--- src/silver_core_params.svh ---
// silver core parameters: word and register file sizes, instruction field positions
`ifndef SILVER_CORE_PARAMS_SVH
`define SILVER_CORE_PARAMS_SVH

`define WORD_W    32
`define REG_CNT   64
`define OUT_W     10

// instruction fields
`define RW_LSB    25 // destination
`define LC_BIT    24 // load constant class
`define A_IMM_BIT 23
`define RA_LSB    17
`define B_IMM_BIT 16
`define RB_LSB    10
`define FUNC_LSB  6

`define UPPER_W   9 // LoadUpperConstant field width

`endif

--- src/silver_pkg.sv ---
// silver core types: register address, opcodes, alu functions and result source
`include "silver_core_params.svh"

package silver_pkg;

   typedef logic [$clog2(`REG_CNT)-1:0] reg_addr_t;

   // kept opcodes, everything else decodes as invalid
   typedef enum logic [5:0] {
      OPC_NORMAL     = 6'd0,
      OPC_SHIFT      = 6'd1,
      OPC_OUT        = 6'd6,
      OPC_LOAD_CONST = 6'd13,
      OPC_LOAD_UPPER = 6'd14,
      OPC_INVALID    = 6'd15
   } opc_t;

   typedef enum logic [3:0] {
      F_ADD,
      F_ADD_CARRY,
      F_SUB,
      F_CARRY,
      F_OVERFLOW,
      F_INC,
      F_DEC,
      F_MUL,
      F_MULHU,
      F_AND,
      F_OR,
      F_XOR,
      F_EQUAL,
      F_LESS,
      F_LOWER,
      F_SND
   } alu_func_t;

   typedef enum logic [1:0] {
      WB_ALU,
      WB_SHIFT,
      WB_IMM // LoadConstant or merged LoadUpperConstant
   } wb_sel_t;

endpackage

--- src/silver_writeback.sv ---
// silver write-back stage: register file write and the data_out level
`include "silver_core_params.svh"

module silver_writeback (
   input  logic                   clk,
   input  logic                   rst,
   input  logic                   ex_we,
   input  silver_pkg::reg_addr_t  ex_rw,
   input  logic [`WORD_W-1:0]     ex_result,
   input  logic                   ex_is_out,
   input  logic [`OUT_W-1:0]      ex_out_bits,
   output logic                   wr_en,
   output silver_pkg::reg_addr_t  wr_addr,
   output logic [`WORD_W-1:0]     wr_data,
   output logic [`OUT_W-1:0]      data_out
);

   logic              out_q;
   logic [`OUT_W-1:0] out_bits_q;

   always_ff @(posedge clk) begin
      if (rst) begin
         wr_en <= 1'b0;
         out_q <= 1'b0;
      end else begin
         wr_en <= ex_we;
         out_q <= ex_is_out;
      end
   end

   always_ff @(posedge clk) begin
      wr_addr    <= ex_rw;
      wr_data    <= ex_result;
      out_bits_q <= ex_out_bits;
   end

   // level follows the register write by one edge
   always_ff @(posedge clk) begin
      if (rst)
         data_out <= '0;
      else if (out_q)
         data_out <= out_bits_q;
   end

   // new level is the low part of the word the out wrote
   a_out_only: assert property (@(posedge clk) disable iff (rst)
      !$stable(data_out) |-> $past(out_q) && data_out == $past(wr_data[`OUT_W-1:0]));

endmodule

--- config.mk ---
export PLATFORM = sky130hd
export DESIGN_NAME = silver_writeback
export DESIGN_NICKNAME = d
export VERILOG_FILES = /design/src/silver_pkg.sv /design/src/silver_writeback.sv
export VERILOG_INCLUDE_DIRS = /design/src
export SDC_FILE = /design/constraint.sdc
export NUM_CORES = 1
export LEC_CHECK = 0
export BUFFER_PORTS_ARGS = -buffer_cell sky130_fd_sc_hd__buf_2
export CAP_MARGIN = 20
export CORE_UTILIZATION = 40
export DETAILED_ROUTE_END_ITERATION = 6
export GPL_ROUTABILITY_DRIVEN = 0
export PLACE_DENSITY = 0.89
export SLEW_MARGIN = 30
export SYNTH_ARGS = -nofsm -noshare
export SYNTH_HDL_FRONTEND = slang
export SYNTH_SLANG_ARGS = --single-unit
--- constraint.sdc ---
create_clock -name clk -period 1.63 [get_ports clk]
set_input_delay 0.0815 -clock clk [delete_from_list [all_inputs] [get_ports clk]]
set_output_delay 0.0815 -clock clk [all_outputs]
set_load 0.01 [all_outputs]
==> results.cfg <==
[logic_synthesis]
mappedNetlistNets = 136
ys_seq_elements = 60
yosysSeqAreaShare_pct = 87.8
synthesis.instances = 84
synth_cell_type_count = 6
post_synth.cell_area_avg_um2 = 16.3
synth_largest_area_cell = sky130_fd_sc_hd__dfxtp_1
synth_warnings = 0
post_synth_instance_area_um2 = 1370
post-synth-top-area-fraction_pct = 87.8
synthTopCellsByArea = sky130_fd_sc_hd__dfxtp_1 (88%), sky130_fd_sc_hd__mux2i_1 (7.3%), sky130_fd_sc_hd__nor2_1 (2.7%)

[power_and_ir_drop]
total_leakage_power_uw = 0.00129
power_density_over_the_cells_nw_per_um2 = 1220
irDropWorstVdd_v = 0.000833

[worst_setup_path]
worstPathCellList = dlygate4sd3_1 > buf_2 > nor2b_1 > dlygate4sd3_1
cp_data_arrival_time_ns = 1.45
timing.critical_path.from_type = primary input
critPathTopFamily = buffers and inverters
crit_path_end_kind = register
cp_slowest_stage_delay_ns = 0.54
worstPathRequired_ns = 1.90
maximum_fanout_along_the_worst_path = 12
timing.critical_path.mode_cell = sky130_fd_sc_hd__dlygate4sd3_1
r2r_slack_ns = 0.50
cell_at_the_slowest_stage_of_the_critical_path = sky130_fd_sc_hd__dlygate4sd3_1
timing.reg2reg.worst_path_depth = 2
worst-path-buf-inv = 3
critical_path.reg2reg.endpoint = data_out[1]$_SDFFE_PP0P_
r2r-start = out_q$_SDFF_PP0_
worstSetupPathType = primary input to register

[global_routing]
grt.overflow.total = 0
grt_start_max_net_pins = 13
wire_length_of_the_first_global_routing_pass_um = 5330
antenna_found_initial = 0
grtUsageTotal_pct = 22.1
grt_pass1_vias = 1256

[route]
via_per_inst = 4.01
drt_wl_total_um = 3630
firstDrtPassIters = 2
wire_per_inst_um = 12.3
drtAntennaViolNets = 0
vias = 1178
detail_route.drc_violations = 0
drtIter0Drc = 68

[cts]
numClockSinks = 60
numCtsBuffers = 9
clock_tree.root_cell = sky130_fd_sc_hd__clkbuf_4
postCtsSetupRepairBufs = 0
clock_insertion_delay_worst_skew_ns = 0.38
cts_buffer_depth = 2
path_clk_slew_ns = 0.10
cts-resized-gates = 0
clock_tree.htree_level_count = 3
cts_hold_buffers = 52
clock_tree_from_tritoncts = done

[floorplanning]
die_width_um = 60.5
fp-row-count = 20
fp.dieH_um = 60.5
num_io_pins = 101
design.die.area_um2 = 3660
core-area_um2 = 3150
start_util_pct = 43.4

[hold_path]
hold_class = primary input to register
worstHoldPathCells = 2
hold_path_origin = ex_result[10]
hold_path_end = wr_data[10]$_DFF_P_

[cells_and_area]
flow.area_growth_from_synthesis_pct = 91.7
antenna_cells_inserted = 0
post_route_cells_drive_above_1_share_pct = 46.0
multi_input_area_um2 = 150
layout.cell_area.non_filler_um2 = 2620
regArea_um2 = 1200
final_layout_net_count = 297
fill_cells = 174
stdcell_count = 294

[placement]
dp_cells = 226
detailedPlace.worstSlack_ns = 0.512
place_hpwl_um = 2050
place.port_buffers = 100
placedInstanceArea_um2 = 1910

[run_status]
outcome = completed

[timing]
final.period_utilization_pct = 71.9
setup_total_negative_slack_ns = 0
post-route-worst-setup-slack_ns = 0.457
fin_crit_period_ns = 1.17
worst_pin_slew_ns = 0.569
max_slew_headroom_pct = 62.0
timing.fmax_ghz = 0.853
hold_slack_ns = 0.318
rsz0062_at_grt = false
finalClockSkew_ns = 0.0121
report.final.slew_viol_count = 0
timing.final.hold_violations = 0
report.final.setup_viol = 0

[flow_run]
timing.max_cap.violations = 0
## state kept, by name, summed over array words and instances, names as in the netlist
name,count
wr_data,32
data_out,10
out_bits_q,10
wr_addr,6
out_q,1
wr_en,1
## kinds of logic (layout without fill, tap and decap cells)
| family | Yosys count | in the layout | share of synthesized area (%) |
|---|---|---|---|
| flops | 60 | 60 | 87.8 |
| buf+inv | 2 | 168 | 1.19 |
| simple gates | 12 | 12 | 3.66 |
| mux | 10 | 10 | 7.32 |
## synth_stat cells (all sizes together)
master / n
buf: 2
mux2i: 10
dfxtp: 60
nor2: 10
nor2b: 2
## cell type report
cell class              instances  area share [%]
clock buffers                  12            3.77
clock inverters                 4            3.63
multi-input cells              22            5.73
flip-flops and latches         60            45.8
well taps                      44            2.10
repair buffers                152            38.9
## metrics by stage
stage / power (uW) / utilization, %
after detailed placement: 1790 / 60.5
after global routing: 3360 / 83.1
after floorplan: 1660 / -
after CTS: 3240 / 83.1
after global placement: 1780 / 60.5
final: 3210 / 83.1
## power breakdown
part | internal (uW) | switching (uW) | total [uW]
combinational | 179 | 102 | 281
sequential | 1540 | 28.5 | 1570
clock | 860 | 497 | 1360
total | 2580 | 628 | 3210
## cell usage in the layout (no fill, tap or decap)
cell type                         n
sky130_fd_sc_hd__buf_2          100
sky130_fd_sc_hd__bufinv_16        3
sky130_fd_sc_hd__clkbuf_1         1
sky130_fd_sc_hd__clkbuf_4         9
sky130_fd_sc_hd__clkbuf_8         2
sky130_fd_sc_hd__clkinv_2         1
sky130_fd_sc_hd__dfxtp_1         60
sky130_fd_sc_hd__dlygate4sd3_1   52
sky130_fd_sc_hd__mux2i_1         10
sky130_fd_sc_hd__nor2_1          10
sky130_fd_sc_hd__nor2b_1          2
## worst max-delay path by stage
stage,to,start,depth (start not counted)
after floorplan,data_out[0]$_SDFFE_PP0P_,out_q$_SDFF_PP0_,3
final,wr_en$_SDFF_PP0_,rst,4
after global placement,data_out[4]$_SDFFE_PP0P_,out_q$_SDFF_PP0_,2
after CTS,data_out[1]$_SDFFE_PP0P_,out_q$_SDFF_PP0_,2
after global routing,wr_en$_SDFF_PP0_,rst,4
after detailed placement,data_out[1]$_SDFFE_PP0P_,out_q$_SDFF_PP0_,2
## routing by layer
metal	routed length [um]	GRT usage [%]	vias up
met4	36	12.3	0
met5	0	0	-
li1	-	-	591
met3	355	13.2	5
met2	1870	38.1	66
met1	1370	20.0	516
No activity file was read; power rests on OpenSTA's default activity.
