File: src/silver_core_params.svh
// silver core parameters: word and register file sizes, instruction field positions
`ifndef SILVER_CORE_PARAMS_SVH
`define SILVER_CORE_PARAMS_SVH

`define WORD_W    32
`define REG_CNT   64
`define OUT_W     10

// instruction fields
`define RW_LSB    25 // destination
`define LC_BIT    24 // load constant class
`define A_IMM_BIT 23
`define RA_LSB    17
`define B_IMM_BIT 16
`define RB_LSB    10
`define FUNC_LSB  6

`define UPPER_W   9 // LoadUpperConstant field width

`endif

File: src/silver_pkg.sv
// silver core types: register address, opcodes, alu functions and result source
`include "silver_core_params.svh"

package silver_pkg;

   typedef logic [$clog2(`REG_CNT)-1:0] reg_addr_t;

   // kept opcodes, everything else decodes as invalid
   typedef enum logic [5:0] {
      OPC_NORMAL     = 6'd0,
      OPC_SHIFT      = 6'd1,
      OPC_OUT        = 6'd6,
      OPC_LOAD_CONST = 6'd13,
      OPC_LOAD_UPPER = 6'd14,
      OPC_INVALID    = 6'd15
   } opc_t;

   typedef enum logic [3:0] {
      F_ADD,
      F_ADD_CARRY,
      F_SUB,
      F_CARRY,
      F_OVERFLOW,
      F_INC,
      F_DEC,
      F_MUL,
      F_MULHU,
      F_AND,
      F_OR,
      F_XOR,
      F_EQUAL,
      F_LESS,
      F_LOWER,
      F_SND
   } alu_func_t;

   typedef enum logic [1:0] {
      WB_ALU,
      WB_SHIFT,
      WB_IMM // LoadConstant or merged LoadUpperConstant
   } wb_sel_t;

endpackage

File: src/silver_alu.sv
// silver alu: sixteen functions with registered carry and overflow flags
`include "silver_core_params.svh"

module silver_alu (
   input  logic                   clk,
   input  logic                   rst,
   input  silver_pkg::alu_func_t  func,
   input  logic                   flag_en,
   input  logic [`WORD_W-1:0]     a,
   input  logic [`WORD_W-1:0]     b,
   output logic [`WORD_W-1:0]     result
);

   localparam int MSB = `WORD_W - 1;

   logic                 carry;
   logic                 overflow;
   logic                 carry_in;
   logic [`WORD_W:0]     sum;
   logic [`WORD_W-1:0]   diff;
   logic [2*`WORD_W-1:0] prod;
   logic                 add_ovf;
   logic                 sub_ovf;

   assign carry_in = (func == silver_pkg::F_ADD_CARRY) && carry;
   assign sum      = {1'b0, a} + {1'b0, b} + {{`WORD_W{1'b0}}, carry_in};
   assign diff     = a - b;
   assign prod     = {{`WORD_W{1'b0}}, a} * {{`WORD_W{1'b0}}, b};
   assign add_ovf  = (a[MSB] == b[MSB]) && (sum[MSB] != a[MSB]);
   assign sub_ovf  = (a[MSB] != b[MSB]) && (diff[MSB] != a[MSB]);

   always_ff @(posedge clk) begin
      if (rst) begin
         carry    <= 1'b0;
         overflow <= 1'b0;
      end else if (flag_en) begin
         case (func)
            silver_pkg::F_ADD: begin
               carry    <= sum[`WORD_W];
               overflow <= add_ovf;
            end
            silver_pkg::F_ADD_CARRY: carry    <= sum[`WORD_W];
            silver_pkg::F_SUB:       overflow <= sub_ovf;
            default: ; // other functions keep the flags
         endcase
      end
   end

   always_comb begin
      case (func)
         silver_pkg::F_ADD,
         silver_pkg::F_ADD_CARRY: result = sum[`WORD_W-1:0];
         silver_pkg::F_SUB:       result = diff;
         silver_pkg::F_CARRY:     result = {{(`WORD_W-1){1'b0}}, carry};
         silver_pkg::F_OVERFLOW:  result = {{(`WORD_W-1){1'b0}}, overflow};
         silver_pkg::F_INC:       result = a + 1'b1;
         silver_pkg::F_DEC:       result = a - 1'b1;
         silver_pkg::F_MUL:       result = prod[`WORD_W-1:0];
         silver_pkg::F_MULHU:     result = prod[2*`WORD_W-1:`WORD_W];
         silver_pkg::F_AND:       result = a & b;
         silver_pkg::F_OR:        result = a | b;
         silver_pkg::F_XOR:       result = a ^ b;
         silver_pkg::F_EQUAL:     result = {{(`WORD_W-1){1'b0}}, a == b};
         silver_pkg::F_LESS:      result = {{(`WORD_W-1){1'b0}}, $signed(a) < $signed(b)};
         silver_pkg::F_LOWER:     result = {{(`WORD_W-1){1'b0}}, a < b};
         silver_pkg::F_SND:       result = b;
      endcase
   end

endmodule

File: src/silver_execute.sv
// silver execute stage: operand forwarding, alu, shifter and result select
`include "silver_core_params.svh"

module silver_execute (
   input  logic                   clk,
   input  logic                   rst,
   input  silver_pkg::opc_t       dec_opc,
   input  silver_pkg::alu_func_t  dec_func,
   input  silver_pkg::reg_addr_t  dec_rw,
   input  silver_pkg::reg_addr_t  dec_ra,
   input  silver_pkg::reg_addr_t  dec_rb,
   input  logic                   dec_a_imm,
   input  logic                   dec_b_imm,
   input  logic [`WORD_W-1:0]     dec_a,
   input  logic [`WORD_W-1:0]     dec_b,
   input  logic [`WORD_W-1:0]     dec_d,
   input  logic [`WORD_W-1:0]     dec_imm,
   input  logic                   wr_en,
   input  silver_pkg::reg_addr_t  wr_addr,
   input  logic [`WORD_W-1:0]     wr_data,
   output logic                   ex_we,
   output silver_pkg::reg_addr_t  ex_rw,
   output logic [`WORD_W-1:0]     ex_result,
   output logic                   ex_is_out,
   output logic [`OUT_W-1:0]      ex_out_bits
);

   silver_pkg::opc_t      opc_q;
   silver_pkg::alu_func_t func_q;
   silver_pkg::reg_addr_t ra_q, rb_q;
   silver_pkg::wb_sel_t   wb_sel;
   logic                  a_imm_q, b_imm_q;
   logic [`WORD_W-1:0]    a_q, b_q, d_q, imm_q;
   logic                  fwd_a, fwd_b, fwd_d;
   logic [`WORD_W-1:0]    a_val, b_val, d_val;
   logic [`WORD_W-1:0]    alu_res, shift_res, load_val;
   logic [$clog2(`WORD_W)-1:0] rot;

   always_ff @(posedge clk) begin
      if (rst)
         opc_q <= silver_pkg::OPC_INVALID;
      else
         opc_q <= dec_opc;
   end

   always_ff @(posedge clk) begin
      func_q  <= dec_func;
      ex_rw   <= dec_rw;
      ra_q    <= dec_ra;
      rb_q    <= dec_rb;
      a_imm_q <= dec_a_imm;
      b_imm_q <= dec_b_imm;
      a_q     <= dec_a;
      b_q     <= dec_b;
      d_q     <= dec_d;
      imm_q   <= dec_imm;
   end

   // write-back result one stage ahead
   assign fwd_a = wr_en && wr_addr == ra_q && !a_imm_q;
   assign fwd_b = wr_en && wr_addr == rb_q && !b_imm_q;
   assign fwd_d = wr_en && wr_addr == ex_rw;
   assign a_val = fwd_a ? wr_data : a_q;
   assign b_val = fwd_b ? wr_data : b_q;
   assign d_val = fwd_d ? wr_data : d_q;

   silver_alu i_alu (
      .clk     (clk),
      .rst     (rst),
      .func    (func_q),
      .flag_en (opc_q == silver_pkg::OPC_NORMAL || opc_q == silver_pkg::OPC_OUT),
      .a       (a_val),
      .b       (b_val),
      .result  (alu_res)
   );

   assign rot = b_val[$clog2(`WORD_W)-1:0];

   always_comb begin
      case (func_q[1:0])
         2'd0:    shift_res = a_val << b_val;
         2'd1:    shift_res = a_val >> b_val;
         2'd2:    shift_res = $signed(a_val) >>> b_val;
         default: shift_res = (a_val >> rot) | (a_val << (`WORD_W - rot)); // ror
      endcase
   end

   // upper constant lands on top of the old destination value
   assign load_val = (opc_q == silver_pkg::OPC_LOAD_UPPER) ?
                     {imm_q[`UPPER_W-1:0], d_val[`WORD_W-`UPPER_W-1:0]} : imm_q;

   always_comb begin
      case (opc_q)
         silver_pkg::OPC_SHIFT:      wb_sel = silver_pkg::WB_SHIFT;
         silver_pkg::OPC_LOAD_CONST,
         silver_pkg::OPC_LOAD_UPPER: wb_sel = silver_pkg::WB_IMM;
         default:                    wb_sel = silver_pkg::WB_ALU;
      endcase
      case (wb_sel)
         silver_pkg::WB_SHIFT: ex_result = shift_res;
         silver_pkg::WB_IMM:   ex_result = load_val;
         default:              ex_result = alu_res;
      endcase
   end

   assign ex_we = opc_q inside {silver_pkg::OPC_NORMAL, silver_pkg::OPC_SHIFT,
                                silver_pkg::OPC_OUT, silver_pkg::OPC_LOAD_CONST,
                                silver_pkg::OPC_LOAD_UPPER};
   assign ex_is_out   = opc_q == silver_pkg::OPC_OUT;
   assign ex_out_bits = ex_result[`OUT_W-1:0];

   // forwarded value belongs to the instruction that sat here one cycle before
   a_fwd_a: assert property (@(posedge clk) disable iff (rst)
      fwd_a |-> !a_imm_q && $past(ex_we) && $past(ex_rw) == ra_q);
   a_fwd_b: assert property (@(posedge clk) disable iff (rst)
      fwd_b |-> !b_imm_q && $past(ex_we) && $past(ex_rw) == rb_q);

endmodule

File: config.mk
export PLATFORM = sky130hd
export DESIGN_NAME = silver_execute
export DESIGN_NICKNAME = d
export VERILOG_FILES = /design/src/silver_pkg.sv /design/src/silver_alu.sv /design/src/silver_execute.sv
export VERILOG_INCLUDE_DIRS = /design/src
export SDC_FILE = /design/constraint.sdc
export NUM_CORES = 2
export LEC_CHECK = 0
export CORE_ASPECT_RATIO = 0.6
export CORE_MARGIN = 10
export CORE_UTILIZATION = 40
export DETAILED_ROUTE_END_ITERATION = 7
export DONT_BUFFER_PORTS = 1
export PLACE_DENSITY = 0.64
export RECOVER_POWER = 100
export SLEW_MARGIN = 5
export SYNTH_ARGS = -nofsm -noshare
export SYNTH_HDL_FRONTEND = slang
export SYNTH_SLANG_ARGS = --single-unit
File: constraint.sdc
create_clock -name clk -period 69.2 [get_ports clk]
set_input_delay 20.76 -clock clk [delete_from_list [all_inputs] [get_ports clk]]
set_output_delay 20.76 -clock clk [all_outputs]
set_load 0.05 [all_outputs]
==> results by stage <==
STA:
- After routing, the total negative slack on setup checks comes to 0 ns.
- The max-slew headroom at the worst pin is -95.6%.
- The fmax is 0.0168 GHz.
- Of the available clock period, the critical path in the final layout requires 85.8%.
- The hold violation total from the final report is 0.
- Setup repair after global routing left no endpoint under its margin.
- The final critical path time including I/O delays and setup is 59.40 ns.
- The final-report max-slew violation count is 170.
- On the final layout, the worst clock skew is 0.0201 ns.
- Final hold analysis gives a worst-case slack of 0.535 ns.
- The transition time at the pin with the least slew margin is 3.43 ns.
- The final number of setup-violating endpoints is 0.

Route:
- In the routed design, unresolved DRC markers number 0.
- The final routed wirelength across all metal layers is 288000 µm.
- The count of nets left with antenna violations after detail routing is 0.
- The first TritonRoute pass finished after 8 iterations.
- The via count is 51.3k.
- The average wire per standard cell is 36.0 µm.
- The first-iteration detailed-routing DRC count is 7803.
- The per-cell via count in the routed design is 6.41.

Outcome:
- The run finished, with violations left.
- The final reports fail on max-capacitance violations, max-slew violations.

Hold path:
- The startpoint of the tightest hold check path is i_alu.overflow$_SDFFE_PP0P_.
- The path class of the tightest hold or removal check is reg2reg.

Placed design:
- Detailed placement finished with a half-perimeter wire length of 229000 µm.
- The last weighted congestion value of the routability-driven placer is 1.13.
- The number of I/O port buffers is 0.
- Counting tap cells, the placed design contains a total of 7942 instances.

Die:
- The number of primary I/O pins is 249.
- Once the floorplan was initialized, standard cells occupied 40.3% of the core.
- The die covers 145000 µm².
- The standard-cell row count is 102.
- The vertical die dimension is 299 µm.
- Measured along the x axis, the die boundary spans 485 µm.
- The total core area is 129000 µm².

Global routing:
- The initial antenna violation count is 24.
- The largest net degree at the start of global routing is 79.
- The global route total overflow is 0.
- The first global-routing pass estimated 398000 µm of wire.
- The number of global-route vias before repair is 49.3k.
- Across every metal layer, demand over resource in global routing totals 38.5%.

Worst setup path:
- The category of the worst setup path launch point is a primary input.
- The origin of the worst setup path is wr_addr[3].
- The worst register-to-register path begins at rb_q[3]$_DFF_P_.
- STA classifies the critical path endpoint as an output pin.
- The cell family with the largest share of critical-path delay is buffers and inverters.
- The critical path contains buffers and inverters numbering 11 combined.
- The largest individual stage delay along the critical path comes from the cell clkbuf_1.
- On the worst path, the slowest cell contributes a delay of 1.77 ns.
- The most used cell along the critical path is inv_1.
- The arrival time reported for the critical path endpoint is 38.64 ns.
- Of all nets on the critical path, the largest fanout is 36.
- At the worst endpoint, the required time is 48.44 ns.
- The type of the worst setup path is in2out.

Cells and area:
- After filler insertion, the fill cell instance count of the layout stands at 13.0k.
- Compared with the post-synthesis result, the final layout area differs by 5.42%.
- The net total in the final layout is 7737.
- The commonest non-fill, non-tap cell in the layout is inv_1.
- The count of cells in the finished layout, fillers not included, comes to 8000.
- The sequential standard cell area is 3020 µm².
- The area occupied by multi-input gates is 43600 µm².
- The fraction of final layout cells with drive strength greater than 1 is 6.89%.
- In the layout the commonest cells are inv_1 (958), fa_1 (900), nor2_1 (793).

Clocking:
- The longest clock path from root to sink contains 2 buffers.
- The clock network latency to the later pin of the worst-skew pair is 0.45 ns.
- The number of post-CTS setup repair buffers is 0.
- The number of sinks driven by the clock tree is 151.
- TritonCTS built the clock tree.
- The clock transition at the register clock pins on the worst setup and hold paths after CTS is 0.08 ns.
- The post-CTS resize count is 0.
- TritonCTS created 17 clock buffers.
- The H-tree depth reported by CTS is 4.
- The number of hold buffers added after cts is 0.
- The buffer type at the clock tree root is clkbuf_16.

Logic synthesis:
- The synthesized design contains 151 register bits.
- The cell area after synthesis is 52000 µm².
- During synthesis, Yosys emitted a total of 0 warnings.
- The net count of the mapped netlist is 7909.
- The post-synthesis async set-or-reset flop share is 0%.
- The commonest register cell after synthesis is dfxtp_1.
- The instance count of the mapped netlist is 6417.
- The synthesized area per cell is 8.10 µm².
- The count of flip-flops with a built-in enable after synthesis is 0.
- Yosys mapped the design onto 104 distinct sky130hd cell types.
- The portion of the post-synthesis area used by sequential elements is 5.82%.

Flow run:
- Across the run, the number of max-cap violations was 21.
## worst min-delay path, delay by kind of cell, from the launching register on
family	cells	cell delay, ns
flops	1	0.33
simple gates	2	0.16
## worst paths after layout
kind	slack (ns)	end	depth (start not counted)
max	9.80	ex_result[23]	36
min	0.53	i_alu.overflow$_SDFFE_PP0P_	2
max reg2reg	57.59	i_alu.carry$_SDFFE_PP0P_	21
min reg2reg	0.53	i_alu.overflow$_SDFFE_PP0P_	2
## registers in the layout (all words and copies together) (netlist names)
register and cells:
rb_q 6, b_q 32, a_q 32, ra_q 6, d_q 23, func_q 4
imm_q 32, i_alu.carry 1, ex_rw 6, i_alu.overflow 1, a_imm_q 1, opc_q 6
b_imm_q 1
## layer usage
layer	vias to the layer above	routed length [µm]	track usage [%]
met5	-	226	0.724
met3	509	51700	21.0
met2	4154	102000	47.3
li1	20675	-	-
met1	25916	122000	55.3
met4	14	12100	13.1
## through the flow
| stage | cell area, µm² | setup slack, ns | utilization (%) |
|---|---|---|---|
| 6_report | 54800 | 9.80 | 42.5 |
| 4_1_cts | 54900 | 15.52 | 42.5 |
| 3_5_place_dp | 54300 | 15.55 | 42.1 |
| 3_3_place_gp | 54300 | 15.52 | 42.1 |
| 5_1_grt | 54700 | 9.87 | 42.4 |
| 2_1_floorplan | 52000 | 16.58 | - |
## area by class of cell
class	count	share of cell area, %
clock buffer	18	0.783
tap	1716	3.92
inverter	997	6.84
multi-input combinational	4856	79.5
timing repair buffer	222	2.98
antenna	26	0.119
clock inverter	14	0.320
sequential	151	5.52
## cell families after synthesis
group,after synthesis,share of synthesized area [%]
muxes,264,5.91
buffers and inverters,1410,10.6
xor gates and xnor gates,113,1.90
AOI/OAI and AO/OA,1204,15.6
and+or+nand+nor,1982,16.1
adders and majority gates,1293,44.1
DFF,151,5.82
## cells in the mapped netlist, drive strengths merged (55+ instances only)
cell / n / share of area, %
inv: 990 / 7.2
fa: 900 / 35
nor2: 803 / 5.9
nand2: 787 / 5.7
ha: 393 / 9.5
a21oi: 295 / 2.9
clkbuf: 260 / 1.9
o21ai: 246 / 2.4
mux2i: 198 / 3.9
buf: 153 / 1.6
dfxtp: 151 / 5.8
nand3: 109 / 1.0
o211ai: 76 / 1.1
a211oi: 75 / 1.1
xnor2: 73 / 1.2
a21o: 71 / 1.0
nor3: 60 / 0.61
nand4: 55 / 0.69
Power is not shown: default switching activity piles up to over one toggle a cycle in this logic, so the estimate is an artifact.
