<file path="src/silver_core_params.svh">
// silver core parameters: word and register file sizes, instruction field positions
`ifndef SILVER_CORE_PARAMS_SVH
`define SILVER_CORE_PARAMS_SVH

`define WORD_W    32
`define REG_CNT   64
`define OUT_W     10

// instruction fields
`define RW_LSB    25 // destination
`define LC_BIT    24 // load constant class
`define A_IMM_BIT 23
`define RA_LSB    17
`define B_IMM_BIT 16
`define RB_LSB    10
`define FUNC_LSB  6

`define UPPER_W   9 // LoadUpperConstant field width

`endif

</file>
<file path="src/silver_pkg.sv">
// silver core types: register address, opcodes, alu functions and result source
`include "silver_core_params.svh"

package silver_pkg;

   typedef logic [$clog2(`REG_CNT)-1:0] reg_addr_t;

   // kept opcodes, everything else decodes as invalid
   typedef enum logic [5:0] {
      OPC_NORMAL     = 6'd0,
      OPC_SHIFT      = 6'd1,
      OPC_OUT        = 6'd6,
      OPC_LOAD_CONST = 6'd13,
      OPC_LOAD_UPPER = 6'd14,
      OPC_INVALID    = 6'd15
   } opc_t;

   typedef enum logic [3:0] {
      F_ADD,
      F_ADD_CARRY,
      F_SUB,
      F_CARRY,
      F_OVERFLOW,
      F_INC,
      F_DEC,
      F_MUL,
      F_MULHU,
      F_AND,
      F_OR,
      F_XOR,
      F_EQUAL,
      F_LESS,
      F_LOWER,
      F_SND
   } alu_func_t;

   typedef enum logic [1:0] {
      WB_ALU,
      WB_SHIFT,
      WB_IMM // LoadConstant or merged LoadUpperConstant
   } wb_sel_t;

endpackage

</file>
<file path="src/silver_decode.sv">
// silver decode stage: instruction register, opcode classes, immediates and operands
`include "silver_core_params.svh"

module silver_decode (
   input  logic                   clk,
   input  logic                   rst,
   input  logic [`WORD_W-1:0]     instr,
   input  logic                   instr_valid,
   input  logic [`WORD_W-1:0]     rd_data_a,
   input  logic [`WORD_W-1:0]     rd_data_b,
   input  logic [`WORD_W-1:0]     rd_data_d,
   output silver_pkg::reg_addr_t  rd_addr_a,
   output silver_pkg::reg_addr_t  rd_addr_b,
   output silver_pkg::reg_addr_t  rd_addr_d,
   output silver_pkg::opc_t       dec_opc,
   output silver_pkg::alu_func_t  dec_func,
   output silver_pkg::reg_addr_t  dec_rw,
   output silver_pkg::reg_addr_t  dec_ra,
   output silver_pkg::reg_addr_t  dec_rb,
   output logic                   dec_a_imm,
   output logic                   dec_b_imm,
   output logic [`WORD_W-1:0]     dec_a,
   output logic [`WORD_W-1:0]     dec_b,
   output logic [`WORD_W-1:0]     dec_d,
   output logic [`WORD_W-1:0]     dec_imm
);

   localparam int AW = $bits(silver_pkg::reg_addr_t);
   localparam int FW = $bits(silver_pkg::alu_func_t);
   localparam logic [`WORD_W-1:0] INVALID_WORD = {{(`WORD_W-6){1'b0}}, 6'h3f};

   logic [`WORD_W-1:0] ir;
   logic [`WORD_W-1:0] lc_mag;

   function automatic logic [`WORD_W-1:0] sext_field(input logic [AW-1:0] v);
      return {{(`WORD_W-AW){v[AW-1]}}, v};
   endfunction

   always_ff @(posedge clk) begin
      if (rst)
         ir <= INVALID_WORD;
      else
         ir <= instr_valid ? instr : INVALID_WORD; // bubble when no word
   end

   always_comb begin
      if (ir[`LC_BIT]) begin
         if (ir[`WORD_W-1])
            dec_opc = silver_pkg::OPC_LOAD_CONST;
         else if (ir[`LC_BIT-1:`UPPER_W] == '0)
            dec_opc = silver_pkg::OPC_LOAD_UPPER;
         else
            dec_opc = silver_pkg::OPC_INVALID;
      end else if (ir[`WORD_W-1]) begin
         dec_opc = silver_pkg::OPC_INVALID;
      end else begin
         case (ir[5:0])
            6'd0:    dec_opc = silver_pkg::OPC_NORMAL;
            6'd1:    dec_opc = silver_pkg::OPC_SHIFT;
            6'd6:    dec_opc = silver_pkg::OPC_OUT;
            default: dec_opc = silver_pkg::OPC_INVALID; // memory, jumps, in, acc...
         endcase
      end
   end

   always_comb begin
      case (dec_opc)
         silver_pkg::OPC_NORMAL, silver_pkg::OPC_SHIFT, silver_pkg::OPC_OUT:
            dec_func = silver_pkg::alu_func_t'(ir[`FUNC_LSB +: FW]);
         default:
            dec_func = silver_pkg::F_AND;
      endcase
   end

   assign rd_addr_a = ir[`RA_LSB +: AW];
   assign rd_addr_b = ir[`RB_LSB +: AW];
   assign rd_addr_d = ir[`RW_LSB +: AW];

   assign dec_ra    = rd_addr_a;
   assign dec_rb    = rd_addr_b;
   assign dec_rw    = rd_addr_d;
   assign dec_a_imm = ir[`A_IMM_BIT];
   assign dec_b_imm = ir[`B_IMM_BIT];

   assign dec_a = dec_a_imm ? sext_field(rd_addr_a) : rd_data_a;
   assign dec_b = dec_b_imm ? sext_field(rd_addr_b) : rd_data_b;
   assign dec_d = rd_data_d; // old destination, for the upper merge

   // LoadConstant is sign and magnitude
   assign lc_mag = {{(`WORD_W-`LC_BIT+1){1'b0}}, ir[`LC_BIT-2:0]};

   always_comb begin
      case (dec_opc)
         silver_pkg::OPC_LOAD_CONST:
            dec_imm = ir[`LC_BIT-1] ? -lc_mag : lc_mag;
         silver_pkg::OPC_LOAD_UPPER:
            dec_imm = {{(`WORD_W-`UPPER_W){1'b0}}, ir[`UPPER_W-1:0]};
         default:
            dec_imm = '0;
      endcase
   end

   // a dropped sample always shows up as an invalid opcode one cycle later
   a_opc_kept: assert property (@(posedge clk) disable iff (rst)
      dec_opc inside {silver_pkg::OPC_NORMAL, silver_pkg::OPC_SHIFT, silver_pkg::OPC_OUT,
                      silver_pkg::OPC_LOAD_CONST, silver_pkg::OPC_LOAD_UPPER,
                      silver_pkg::OPC_INVALID}
      && ($past(instr_valid) || dec_opc == silver_pkg::OPC_INVALID));

endmodule

</file>
<file path="config.mk">
export PLATFORM = sky130hd
export DESIGN_NAME = silver_decode
export DESIGN_NICKNAME = d
export VERILOG_FILES = /design/src/silver_pkg.sv /design/src/silver_decode.sv
export VERILOG_INCLUDE_DIRS = /design/src
export SDC_FILE = /design/constraint.sdc
export NUM_CORES = 1
export LEC_CHECK = 0
export ABC_AREA = 1
export BUFFER_PORTS_ARGS = -buffer_cell sky130_fd_sc_hd__buf_2
export CAP_MARGIN = 20
export CORE_MARGIN = 8
export CORE_UTILIZATION = 30
export DETAILED_ROUTE_END_ITERATION = 8
export MAX_ROUTING_LAYER = met4
export PLACE_DENSITY = 0.68
export SLEW_MARGIN = 10
export SYNTH_ARGS = -nofsm -noshare
export SYNTH_HDL_FRONTEND = slang
export SYNTH_SLANG_ARGS = --single-unit
</file>
<file path="constraint.sdc">
create_clock -name clk -period 3.7 [get_ports clk]
set_input_delay 0.74 -clock clk [delete_from_list [all_inputs] [get_ports clk]]
set_output_delay 0.74 -clock clk [all_outputs]
set_load 0.02 [all_outputs]
</file>
==> flow_summary_export.csv, run 1 <==
group,metric,value,unit
sta,fin_setup_tns,0,ns
setup_path,critical_path.slowest_cell,"sky130_fd_sc_hd__nor2_1",
setup_path,cell_by_cell_trace_of_the_critical_path,"buf_4, inv_2, nor2_1, o31ai_4, inv_1, buf_2",
power,power_frac_comb,32.5,%
routing,route.antenna.remaining_nets,0,
sta,layout_worst_path_cycle_share,76.7,%
sta,period_minus_slack,2.84,ns
yosys,seq_area_frac_synth,20.5,%
sta,post-route-worst-setup-slack,0.861,ns
setup_path,critical-path-max-stage-delay,0.45,ns
cts,cell_at_the_root_of_the_clock_tree,"sky130_fd_sc_hd__clkbuf_8",
yosys,syn_avg_cell_area,5.87,µm²
layout,layout-drive-gt1-share,41.1,%
setup_path,endpoint_kind,"output pin",
routing,drc_marker_count_from_the_first_detailed_route_iteration,293,
power,netSwitchingPower,0.000384,W
status,result_of_the_run,"completed",
setup_path,critical_path.max_fanout,45,
layout,finish.net_count,824,
cts,cts_h_tree_depth,2,
placed_design,place.gp.congestion,0.804,
yosys,post_synth_num_cell_types,31,
floorplan,core.rowCount,37,
yosys,post-synth-top-area-fraction,21.5,%
cts,clk_pin_slew_worst_paths,0.07,ns
setup_path,cp.required,2.96,ns
yosys,synth_compound_gate_area_share,9.31,%
hold_path,min-delay-start,"instr[2]",
power,static_leakage_power,2.56,nW
yosys,dominantRegCellSynth,"sky130_fd_sc_hd__dfxtp_1",
power,swShare,36.0,%
sta,number_of_hold_violations_in_the_final_report,0,
global_routing,global_route.usage.met2,26.0,%
routing,drt_first_pass_iters,5,
layout,syn_to_final_growth,28.3,%
floorplan,die_area,0.0139,mm²
sta,maxSlewHeadroom,39.1,%
yosys,yosys_warnings,0,
global_routing,pin_count_of_the_biggest_net_entering_global_routing,46,
yosys,post_synth_adder_cell_area,1.20,%
hold_path,timing.hold.worst_endpoint,"ir[2]$_SDFF_PP1_",
yosys,synth_edf_count,0,
global_routing,globalRouteMet3Util,5.08,%
setup_path,worst_setup_sp_type,"register",
sta,highest_attainable_clock_frequency,352,MHz
hold_path,holdPathStages,2,
cts,cts_sinks,32,
setup_path,critical_path_arrival,2.10,ns
yosys,synthesis.instances,531,
sta,finalSetupViolations,0,
cts,cts_resized,0,
global_routing,gr-usage-met1,20.7,%
power,irDropWorstVdd,0.000131,V
floorplan,ioPinCount,307,
run,cap_viol_max_count,0,
layout,largest-register,"ir",
cts,tritoncts,"built",
layout,final.fill_count,1182,
sta,transition_time_at_the_pin_with_the_least_slew_margin,0.913,ns
setup_path,crit_type,"register to output pin",
yosys,synth_simple_gate_area_share,41.6,%
yosys,synth_area_leader_cell,"sky130_fd_sc_hd__nand2_1",
global_routing,grt_busiest_layer,"met2",
routing,avgRoutedWirePerCell,14.4,µm
global_routing,grt_usage,16.7,%
cts,postCtsSetupRepairBufs,0,
floorplan,placeableCoreArea,0.0102,mm²
yosys,synth-async-reset-ratio,0,%
routing,drt_wl_total,11.9,mm
power,sequentialPowerShare,35.5,%
cts,number_of_hold_buffers_added_after_cts,0,
placed_design,port-buffer-count,240,
power,power.density,266,mW/mm²
yosys,synth_xor_area_share,0.281,%
yosys,flip_flop_and_latch_count_after_synthesis,32,
setup_path,timing.critical_path.max_delay_family,"buffers and inverters",
sta,final.hold.worst_slack,0.630,ns
power,share_clk_of_total_power,31.9,%
global_routing,antenna_violations_before_repair,0,
layout,registers_with_the_most_flip_flops,"ir x32",
routing,via_count,3568,
setup_path,cp.buffers_inverters,4,
power,fin_total_pwr,0.00107,W
cts,cts_inserted_buffers,5,
layout,largest_register_ffs,32,
cts,max-clock-path-buffers,2,
yosys,area_of_the_mapped_netlist,0.00312,mm²
placed_design,preCtsSetupSlack,1.19,ns
yosys,synthTopCellsByArea,"sky130_fd_sc_hd__nand2_1 22%, sky130_fd_sc_hd__dfxtp_1 21%, sky130_fd_sc_hd__buf_4 17%",
sta,maxSlewViolCount,0,
sta,rsz0062_at_grt,"no",
floorplan,starting_density_of_the_core,30.5,%
routing,drc,0,
hold_path,hold_path_class,"input pin to register",
global_routing,first_global_vias,3434,
yosys,share_of_synthesized_area_spent_on_multiplexers,0,%
power,p_int,0.000682,W
floorplan,die_w,118,µm
global_routing,global_route_wire_length_before_repair,18.6,mm
global_routing,grt_remaining_overflow,0,
routing,via_per_inst,4.31,
yosys,synth_top_family_by_area,"simple AND/OR/NAND/NOR gates",
layout,num_antenna_cells,0,
placed_design,post-dp-hpwl,9.85,mm
floorplan,die_y,118,µm
## power groups by stage
stage,clock (W),combinational (W),sequential (W)
after floorplan,0,0.000283,0.000381
after global placement,0,0.000347,0.000387
after detailed placement,0,0.000348,0.000387
after CTS,0.000355,0.000350,0.000379
after global routing,0.000365,0.000381,0.000381
final,0.000341,0.000347,0.000379
## worst max-delay path by stage
| stage | start | to | slack [ns] | cells after the start |
|---|---|---|---|---|
| finish | ir[23]$_SDFF_PP0_ | dec_imm[29] | 0.86 | 6 |
| global route | ir[23]$_SDFF_PP0_ | dec_imm[29] | 0.63 | 6 |
| CTS | ir[23]$_SDFF_PP0_ | dec_imm[25] | 0.86 | 6 |
| detailed placement | ir[23]$_SDFF_PP0_ | dec_imm[25] | 1.19 | 6 |
| global placement | ir[31]$_SDFF_PP0_ | dec_imm[5] | 1.21 | 5 |
| floorplan | ir[1]$_SDFF_PP1_ | dec_imm[12] | 1.45 | 8 |
## placed cells by master, fill, tap and decap left out, types with 2 or more instances in the layout
| cell | Yosys | routed |
|---|---|---|
| sky130_fd_sc_hd__a21oi_1 | 20 | 20 |
| sky130_fd_sc_hd__a31oi_1 | 3 | 3 |
| sky130_fd_sc_hd__buf_2 | 11 | 240 |
| sky130_fd_sc_hd__buf_4 | 70 | 2 |
| sky130_fd_sc_hd__clkbuf_8 | 0 | 5 |
| sky130_fd_sc_hd__conb_1 | 1 | 2 |
| sky130_fd_sc_hd__dfxtp_1 | 32 | 32 |
| sky130_fd_sc_hd__ha_1 | 3 | 3 |
| sky130_fd_sc_hd__inv_1 | 54 | 54 |
| sky130_fd_sc_hd__inv_2 | 5 | 5 |
| sky130_fd_sc_hd__nand2_1 | 179 | 179 |
| sky130_fd_sc_hd__nand3_1 | 17 | 17 |
| sky130_fd_sc_hd__nand3_2 | 4 | 4 |
| sky130_fd_sc_hd__nand3_4 | 2 | 2 |
| sky130_fd_sc_hd__nand4_1 | 4 | 4 |
| sky130_fd_sc_hd__nor2_1 | 64 | 64 |
| sky130_fd_sc_hd__nor2_2 | 6 | 6 |
| sky130_fd_sc_hd__nor2_4 | 6 | 6 |
| sky130_fd_sc_hd__nor3_1 | 3 | 3 |
| sky130_fd_sc_hd__o21a_1 | 5 | 5 |
| sky130_fd_sc_hd__o21ai_0 | 16 | 16 |
| sky130_fd_sc_hd__o21ai_1 | 2 | 2 |
| sky130_fd_sc_hd__or2_2 | 6 | 6 |
## cell families (layout without fill, tap and decap cells)
kind of cell	Yosys count	count (layout)
compound gates	49	49
xor+xnor	1	1
fa+ha+maj	3	3
buf+inv	150	309
flops	32	32
other cells	1	2
simple gates	295	295
## Yosys cell counts, types with 2 or more instances
cell type and count:
sky130_fd_sc_hd__o21ai_0 16, sky130_fd_sc_hd__nand3_1 17, sky130_fd_sc_hd__dfxtp_1 32, sky130_fd_sc_hd__nand3_4 2, sky130_fd_sc_hd__buf_4 70, sky130_fd_sc_hd__clkbuf_1 10
sky130_fd_sc_hd__nor2_4 6, sky130_fd_sc_hd__nor2_1 64, sky130_fd_sc_hd__o21a_1 5, sky130_fd_sc_hd__inv_2 5, sky130_fd_sc_hd__o21ai_1 2, sky130_fd_sc_hd__nor2_2 6
sky130_fd_sc_hd__nand3_2 4, sky130_fd_sc_hd__a31oi_1 3, sky130_fd_sc_hd__or2_2 6, sky130_fd_sc_hd__inv_1 54, sky130_fd_sc_hd__a21oi_1 20, sky130_fd_sc_hd__nand2_1 179
sky130_fd_sc_hd__nor3_1 3, sky130_fd_sc_hd__buf_2 11, sky130_fd_sc_hd__ha_1 3, sky130_fd_sc_hd__nand4_1 4
## metrics by stage
stage	cell area (µm²)	std cells	util (%)
detailed placement	3890	819	38.0
finish	4000	827	39.1
CTS	4000	827	39.1
global route	4000	827	39.1
global placement	3890	819	38.0
floorplan	3120	532	-
## cell type report
class                   count  area [µm²]  area share, %
multi-input cells         350        1640           41.0
repair buffers            242        1220           30.4
well taps                 136         170           4.25
inverters                  59         221           5.53
clock inverters             3        42.5           1.06
clock buffers               5        68.8           1.72
flip-flops and latches     32         641           16.0
## layer usage
layer / up-vias / share of wire [%] / routed length [µm]
met5: - / 0 / 0
met4: 0 / 0.93 / 111
met3: 14 / 7.7 / 920
met2: 152 / 45 / 5420
met1: 1541 / 46 / 5500
li1: 1861 / - / -
Power figures use the tool's default switching activity.
==> run 2: changes to the inputs <==
--- a/config.mk
+++ b/config.mk
@@ -13,7 +13,7 @@
 export CORE_UTILIZATION = 30
 export DETAILED_ROUTE_END_ITERATION = 8
 export MAX_ROUTING_LAYER = met4
-export PLACE_DENSITY = 0.68
+export PLACE_DENSITY = 0.71
 export SLEW_MARGIN = 10
 export SYNTH_ARGS = -nofsm -noshare
 export SYNTH_HDL_FRONTEND = slang
==> constraint.sdc (replaced) <==
create_clock -name clk -period 2.5 [get_ports clk]
set_input_delay 0.5 -clock clk [delete_from_list [all_inputs] [get_ports clk]]
set_output_delay 0.5 -clock clk [all_outputs]
set_load 0.02 [all_outputs]
==> run 2 against run 1 <==
Compared with the run above: worst hold slack worse by 0.24 ns; highest routed layer unchanged; sequential share of layout area decreased by 0.49 points; sequential power is 46% higher; utilization up 1.2 points; critical path depth grew 3; clock power rose by 22%.
==> flow_summary_export.csv, run 2 (same netlist as run 1, synthesis figures left out) <==
group,metric,value,unit
routing,drt_wl_total,12.5,mm
global_routing,antenna_violations_before_repair,0,
global_routing,pin_count_of_the_biggest_net_entering_global_routing,39,
power,irDropWorstVdd,0.000258,V
routing,via_per_inst,4.34,
floorplan,placeableCoreArea,0.0102,mm²
placed_design,place.gp.congestion,0.840,
cts,clk_pin_slew_worst_paths,0.07,ns
placed_design,post-dp-hpwl,10.3,mm
setup_path,cp.required,2.00,ns
routing,route.antenna.remaining_nets,0,
floorplan,die_w,118,µm
global_routing,global_route_wire_length_before_repair,19.3,mm
layout,largest-register,"ir",
floorplan,ioPinCount,307,
layout,finish.net_count,839,
power,fin_total_pwr,0.00151,W
power,power.density,365,mW/mm²
sta,layout_worst_path_cycle_share,92.2,%
setup_path,endpoint_kind,"output pin",
floorplan,die_y,118,µm
setup_path,crit_type,"register to output pin",
run,cap_viol_max_count,0,
placed_design,port-buffer-count,240,
sta,rsz0062_at_grt,"yes",
setup_path,critical_path.max_fanout,5,
floorplan,die_area,0.0139,mm²
sta,number_of_hold_violations_in_the_final_report,0,
layout,num_antenna_cells,0,
layout,mostFrequentLayoutCell,"sky130_fd_sc_hd__buf_2",
layout,syn_to_final_growth,32.4,%
global_routing,grt_usage,17.5,%
routing,drc_marker_count_from_the_first_detailed_route_iteration,190,
setup_path,critPathLaunch,"ir[5]$_SDFF_PP1_",
cts,cts_inserted_buffers,5,
sta,period_minus_slack,2.31,ns
layout,registers_with_the_most_flip_flops,"ir x32",
cts,max-clock-path-buffers,2,
routing,avgRoutedWirePerCell,14.9,µm
layout,layout-drive-gt1-share,43.1,%
global_routing,grt_remaining_overflow,0,
setup_path,critical_path_arrival,1.81,ns
layout,post-route-cell-area,0.00413,mm²
layout,final_util,40.4,%
sta,final.hold.worst_slack,0.394,ns
sta,finalSetupViolations,0,
global_routing,first_global_vias,3490,
hold_path,min-delay-start,"instr[5]",
cts,cell_at_the_root_of_the_clock_tree,"sky130_fd_sc_hd__clkbuf_8",
hold_path,hold_path_class,"input pin to register",
layout,largest_register_ffs,32,
cts,tritoncts,"built",
status,result_of_the_run,"completed",
cts,cts_sinks,32,
layout,most-common-layout-cells,"240 x sky130_fd_sc_hd__buf_2, 179 x sky130_fd_sc_hd__nand2_1, 62 x sky130_fd_sc_hd__nor2_1, 52 x sky130_fd_sc_hd__inv_1, 32 x sky130_fd_sc_hd__dfxtp_1",
floorplan,starting_density_of_the_core,30.5,%
setup_path,worst_setup_sp_type,"register",
floorplan,core.rowCount,37,
routing,drc,0,
sta,maxSlewViolCount,0,
cts,cts_h_tree_depth,2,
routing,drt_first_pass_iters,4,
sta,highest_attainable_clock_frequency,434,MHz
placed_design,placedInstanceArea,0.00399,mm²
power,static_leakage_power,2.64,nW
routing,via_count,3657,
-- run 2: report_power, final --
part           internal (W)  total (W)  switching (W)
Combinational      0.000198   0.000538       0.000340
Clock              0.000194   0.000416       0.000221
Sequential         0.000530   0.000553      0.0000230
-- run 2: what timing repair did --
action                                  4_1_cts  5_1_grt
buffers inserted                              0        1
hold buffers                                  0        0
endpoints found under the setup margin        0       13
gates resized for setup                       0        6
-- run 2: area by class of cell --
class | instances | area, µm²
Clock buffer | 5 | 68.8
Tap cell | 136 | 170
Fill cell | 1167 | 6100
Multi-Input combinational cell | 350 | 1660
Timing Repair Buffer | 257 | 1350
Inverter | 59 | 221
Clock inverter | 3 | 18.8
Sequential cell | 32 | 641
-- run 2: metrics by stage --
stage,worst slack [ns],TNS [ns],cells
2_1_floorplan,0.485,0,532
3_3_place_gp,0.345,0,832
3_5_place_dp,0.345,0,832
4_1_cts,0.0184,0,840
5_1_grt,-0.000765,-0.000765,842
6_report,0.195,0,842
-- run 2: final timing paths --
kind / to / slack [ns] / cells past startpoint
worst min-delay path: ir[5]$_SDFF_PP1_ / 0.39 / 2
worst max-delay path: dec_imm[11] / 0.19 / 9
-- run 2: metal layers --
metal	routed length [µm]	up-vias	track usage [%]
met2	5850	163	27.6
li1	-	1890	-
met3	1060	13	5.56
met4	75	0	2.64
met1	5560	1591	21.7
met5	0	-	-
-- run 2: critical path: stages, from the launching register on --
cell and delay (ns):
sky130_fd_sc_hd__dfxtp_1 0.39, sky130_fd_sc_hd__nor2_2 0.19, sky130_fd_sc_hd__nand2_2 0.08, sky130_fd_sc_hd__nor2_4 0.18
sky130_fd_sc_hd__buf_4 0.16, sky130_fd_sc_hd__nand3_1 0.06, sky130_fd_sc_hd__nand2_1 0.09, sky130_fd_sc_hd__o21ai_0 0.07
sky130_fd_sc_hd__a21oi_1 0.13, sky130_fd_sc_hd__buf_2 0.19
==> run 3: changes to the inputs <==
==> constraint.sdc (replaced) <==
create_clock -name clk -period 2.5 [get_ports clk]
set_input_delay 0.125 -clock clk [delete_from_list [all_inputs] [get_ports clk]]
set_output_delay 0.125 -clock clk [all_outputs]
set_load 0.02 [all_outputs]
==> run 3 against run 2 <==
Compared with the run above: first-iteration DRC count is 35% higher; sequential cell count unchanged; largest power group unchanged; cell count down 1.3%; die area unchanged; largest cell class unchanged; utilization fell by 1.1 points.
==> flow_summary_export.csv, run 3 (same netlist as run 1, synthesis figures left out) <==
group,metric,value,unit
sta,period_minus_slack,2.14,ns
global_routing,grt_usage,17.2,%
setup_path,critical_path.slowest_cell,"sky130_fd_sc_hd__inv_1",
routing,avgRoutedWirePerCell,14.6,µm
routing,via_per_inst,4.39,
layout,num_antenna_cells,0,
placed_design,preCtsSetupSlack,0.671,ns
routing,drt_first_pass_iters,7,
sta,post-route-worst-setup-slack,0.357,ns
cts,tritoncts,"built",
placed_design,place.gp.congestion,0.846,
power,irDropWorstVdd,0.000196,V
setup_path,cp.buffers_inverters,3,
sta,maxSlewHeadroom,39.6,%
setup_path,critical-path-max-stage-delay,0.52,ns
layout,largest-register,"ir",
layout,final.fill_count,1168,
sta,maxSlewViolCount,0,
status,result_of_the_run,"completed",
setup_path,critical_path_arrival,2.02,ns
floorplan,die_w,118,µm
global_routing,gr-usage-met1,21.0,%
global_routing,globalRouteMet3Util,5.56,%
global_routing,grt_remaining_overflow,0,
cts,cts_resized,0,
layout,finish.net_count,828,
setup_path,critical_path.max_fanout,18,
sta,rsz0062_at_grt,"no",
sta,fin_setup_tns,0,ns
cts,max-clock-path-buffers,2,
cts,cts_sinks,32,
cts,cell_at_the_root_of_the_clock_tree,"sky130_fd_sc_hd__clkbuf_8",
cts,cts_inserted_buffers,5,
cts,cts_h_tree_depth,2,
cts,clk_pin_slew_worst_paths,0.07,ns
floorplan,core.rowCount,37,
sta,number_of_hold_violations_in_the_final_report,0,
layout,registers_with_the_most_flip_flops,"ir x32",
sta,finalSetupViolations,0,
placed_design,port-buffer-count,240,
setup_path,endpoint_kind,"output pin",
routing,route.antenna.remaining_nets,0,
setup_path,cell_by_cell_trace_of_the_critical_path,"nand2_1, inv_1, buf_4, nand2_1, nor2_1, buf_2",
floorplan,placeableCoreArea,0.0102,mm²
setup_path,cp.required,2.38,ns
power,power.density,372,mW/mm²
layout,mostFrequentLayoutCell,"sky130_fd_sc_hd__buf_2",
floorplan,ioPinCount,307,
layout,layout-drive-gt1-share,41.3,%
layout,most-common-layout-cells,"240 x sky130_fd_sc_hd__buf_2, 179 x sky130_fd_sc_hd__nand2_1, 64 x sky130_fd_sc_hd__nor2_1, 54 x sky130_fd_sc_hd__inv_1, 32 x sky130_fd_sc_hd__dfxtp_1",
routing,drt_wl_total,12.1,mm
global_routing,grt_busiest_layer,"met2",
setup_path,timing.critical_path.max_delay_family,"buffers and inverters",
sta,transition_time_at_the_pin_with_the_least_slew_margin,0.904,ns
layout,largest_register_ffs,32,
power,static_leakage_power,2.57,nW
floorplan,die_y,118,µm
setup_path,worst_setup_sp_type,"register",
setup_path,crit_type,"register to output pin",
routing,drc_marker_count_from_the_first_detailed_route_iteration,257,
global_routing,pin_count_of_the_biggest_net_entering_global_routing,44,
setup_path,top_cell_by_count_worst_path,"sky130_fd_sc_hd__nand2_1",
routing,drc,0,
global_routing,first_global_vias,3509,
sta,layout_worst_path_cycle_share,85.7,%
cts,number_of_hold_buffers_added_after_cts,0,
floorplan,starting_density_of_the_core,30.5,%
run,cap_viol_max_count,0,
floorplan,die_area,0.0139,mm²
placed_design,post-dp-hpwl,9.98,mm
global_routing,antenna_violations_before_repair,0,
global_routing,global_route_wire_length_before_repair,19.2,mm
layout,syn_to_final_growth,28.7,%
global_routing,global_route.usage.met2,27.5,%
routing,via_count,3647,
sta,highest_attainable_clock_frequency,467,MHz
hold_path,hold_path_class,"input pin to register",
cts,postCtsSetupRepairBufs,0,
-- run 3: through the flow --
stage / util, % / hold slack (ns) / std cells / power, W / instance area [µm²]
final: 39.2 / 0.0192 / 831 / 0.00150 / 4020
after global routing: 39.2 / 0.0212 / 831 / 0.00160 / 4020
after CTS: 39.2 / 0.0162 / 831 / 0.00151 / 4020
after floorplan: - / 0.232 / 532 / 0.000983 / 3120
after detailed placement: 38.3 / 0.250 / 823 / 0.00109 / 3920
after global placement: 38.3 / 0.250 / 823 / 0.00109 / 3920
-- run 3: final cells by class --
type | count | area [µm²] | area share, %
repair buffers | 246 | 1250 | 31.0
flip-flops and latches | 32 | 641 | 16.0
inverters | 59 | 221 | 5.52
multi-input cells | 350 | 1640 | 40.9
clock inverters | 1 | 7.51 | 0.187
well taps | 136 | 170 | 4.24
clock buffers | 7 | 86.3 | 2.15
-- run 3: path summary, 6_finish.rpt --
path | slack, ns | depth (start not counted) | start | to
max | 0.36 | 6 | ir[31]$_SDFF_PP0_ | dec_imm[15]
min | 0.02 | 2 | instr[5] | ir[5]$_SDFF_PP1_
-- run 3: routing by layer --
| layer | part of all wire, % | routed length (µm) |
|---|---|---|
| met1 | 45 | 5390 |
| met2 | 46 | 5580 |
| met3 | 8.7 | 1060 |
| met4 | 0.65 | 79 |
| met5 | 0 | 0 |
-- run 3: where the power goes --
part | switching [W] | total, W | internal (W) | leakage [nW]
clock | 0.000198 | 0.000421 | 0.000224 | 0.0445
combinational | 0.000326 | 0.000512 | 0.000186 | 2.27
sequential | 0.0000314 | 0.000562 | 0.000531 | 0.263
total | 0.000555 | 0.00150 | 0.000941 | 2.57
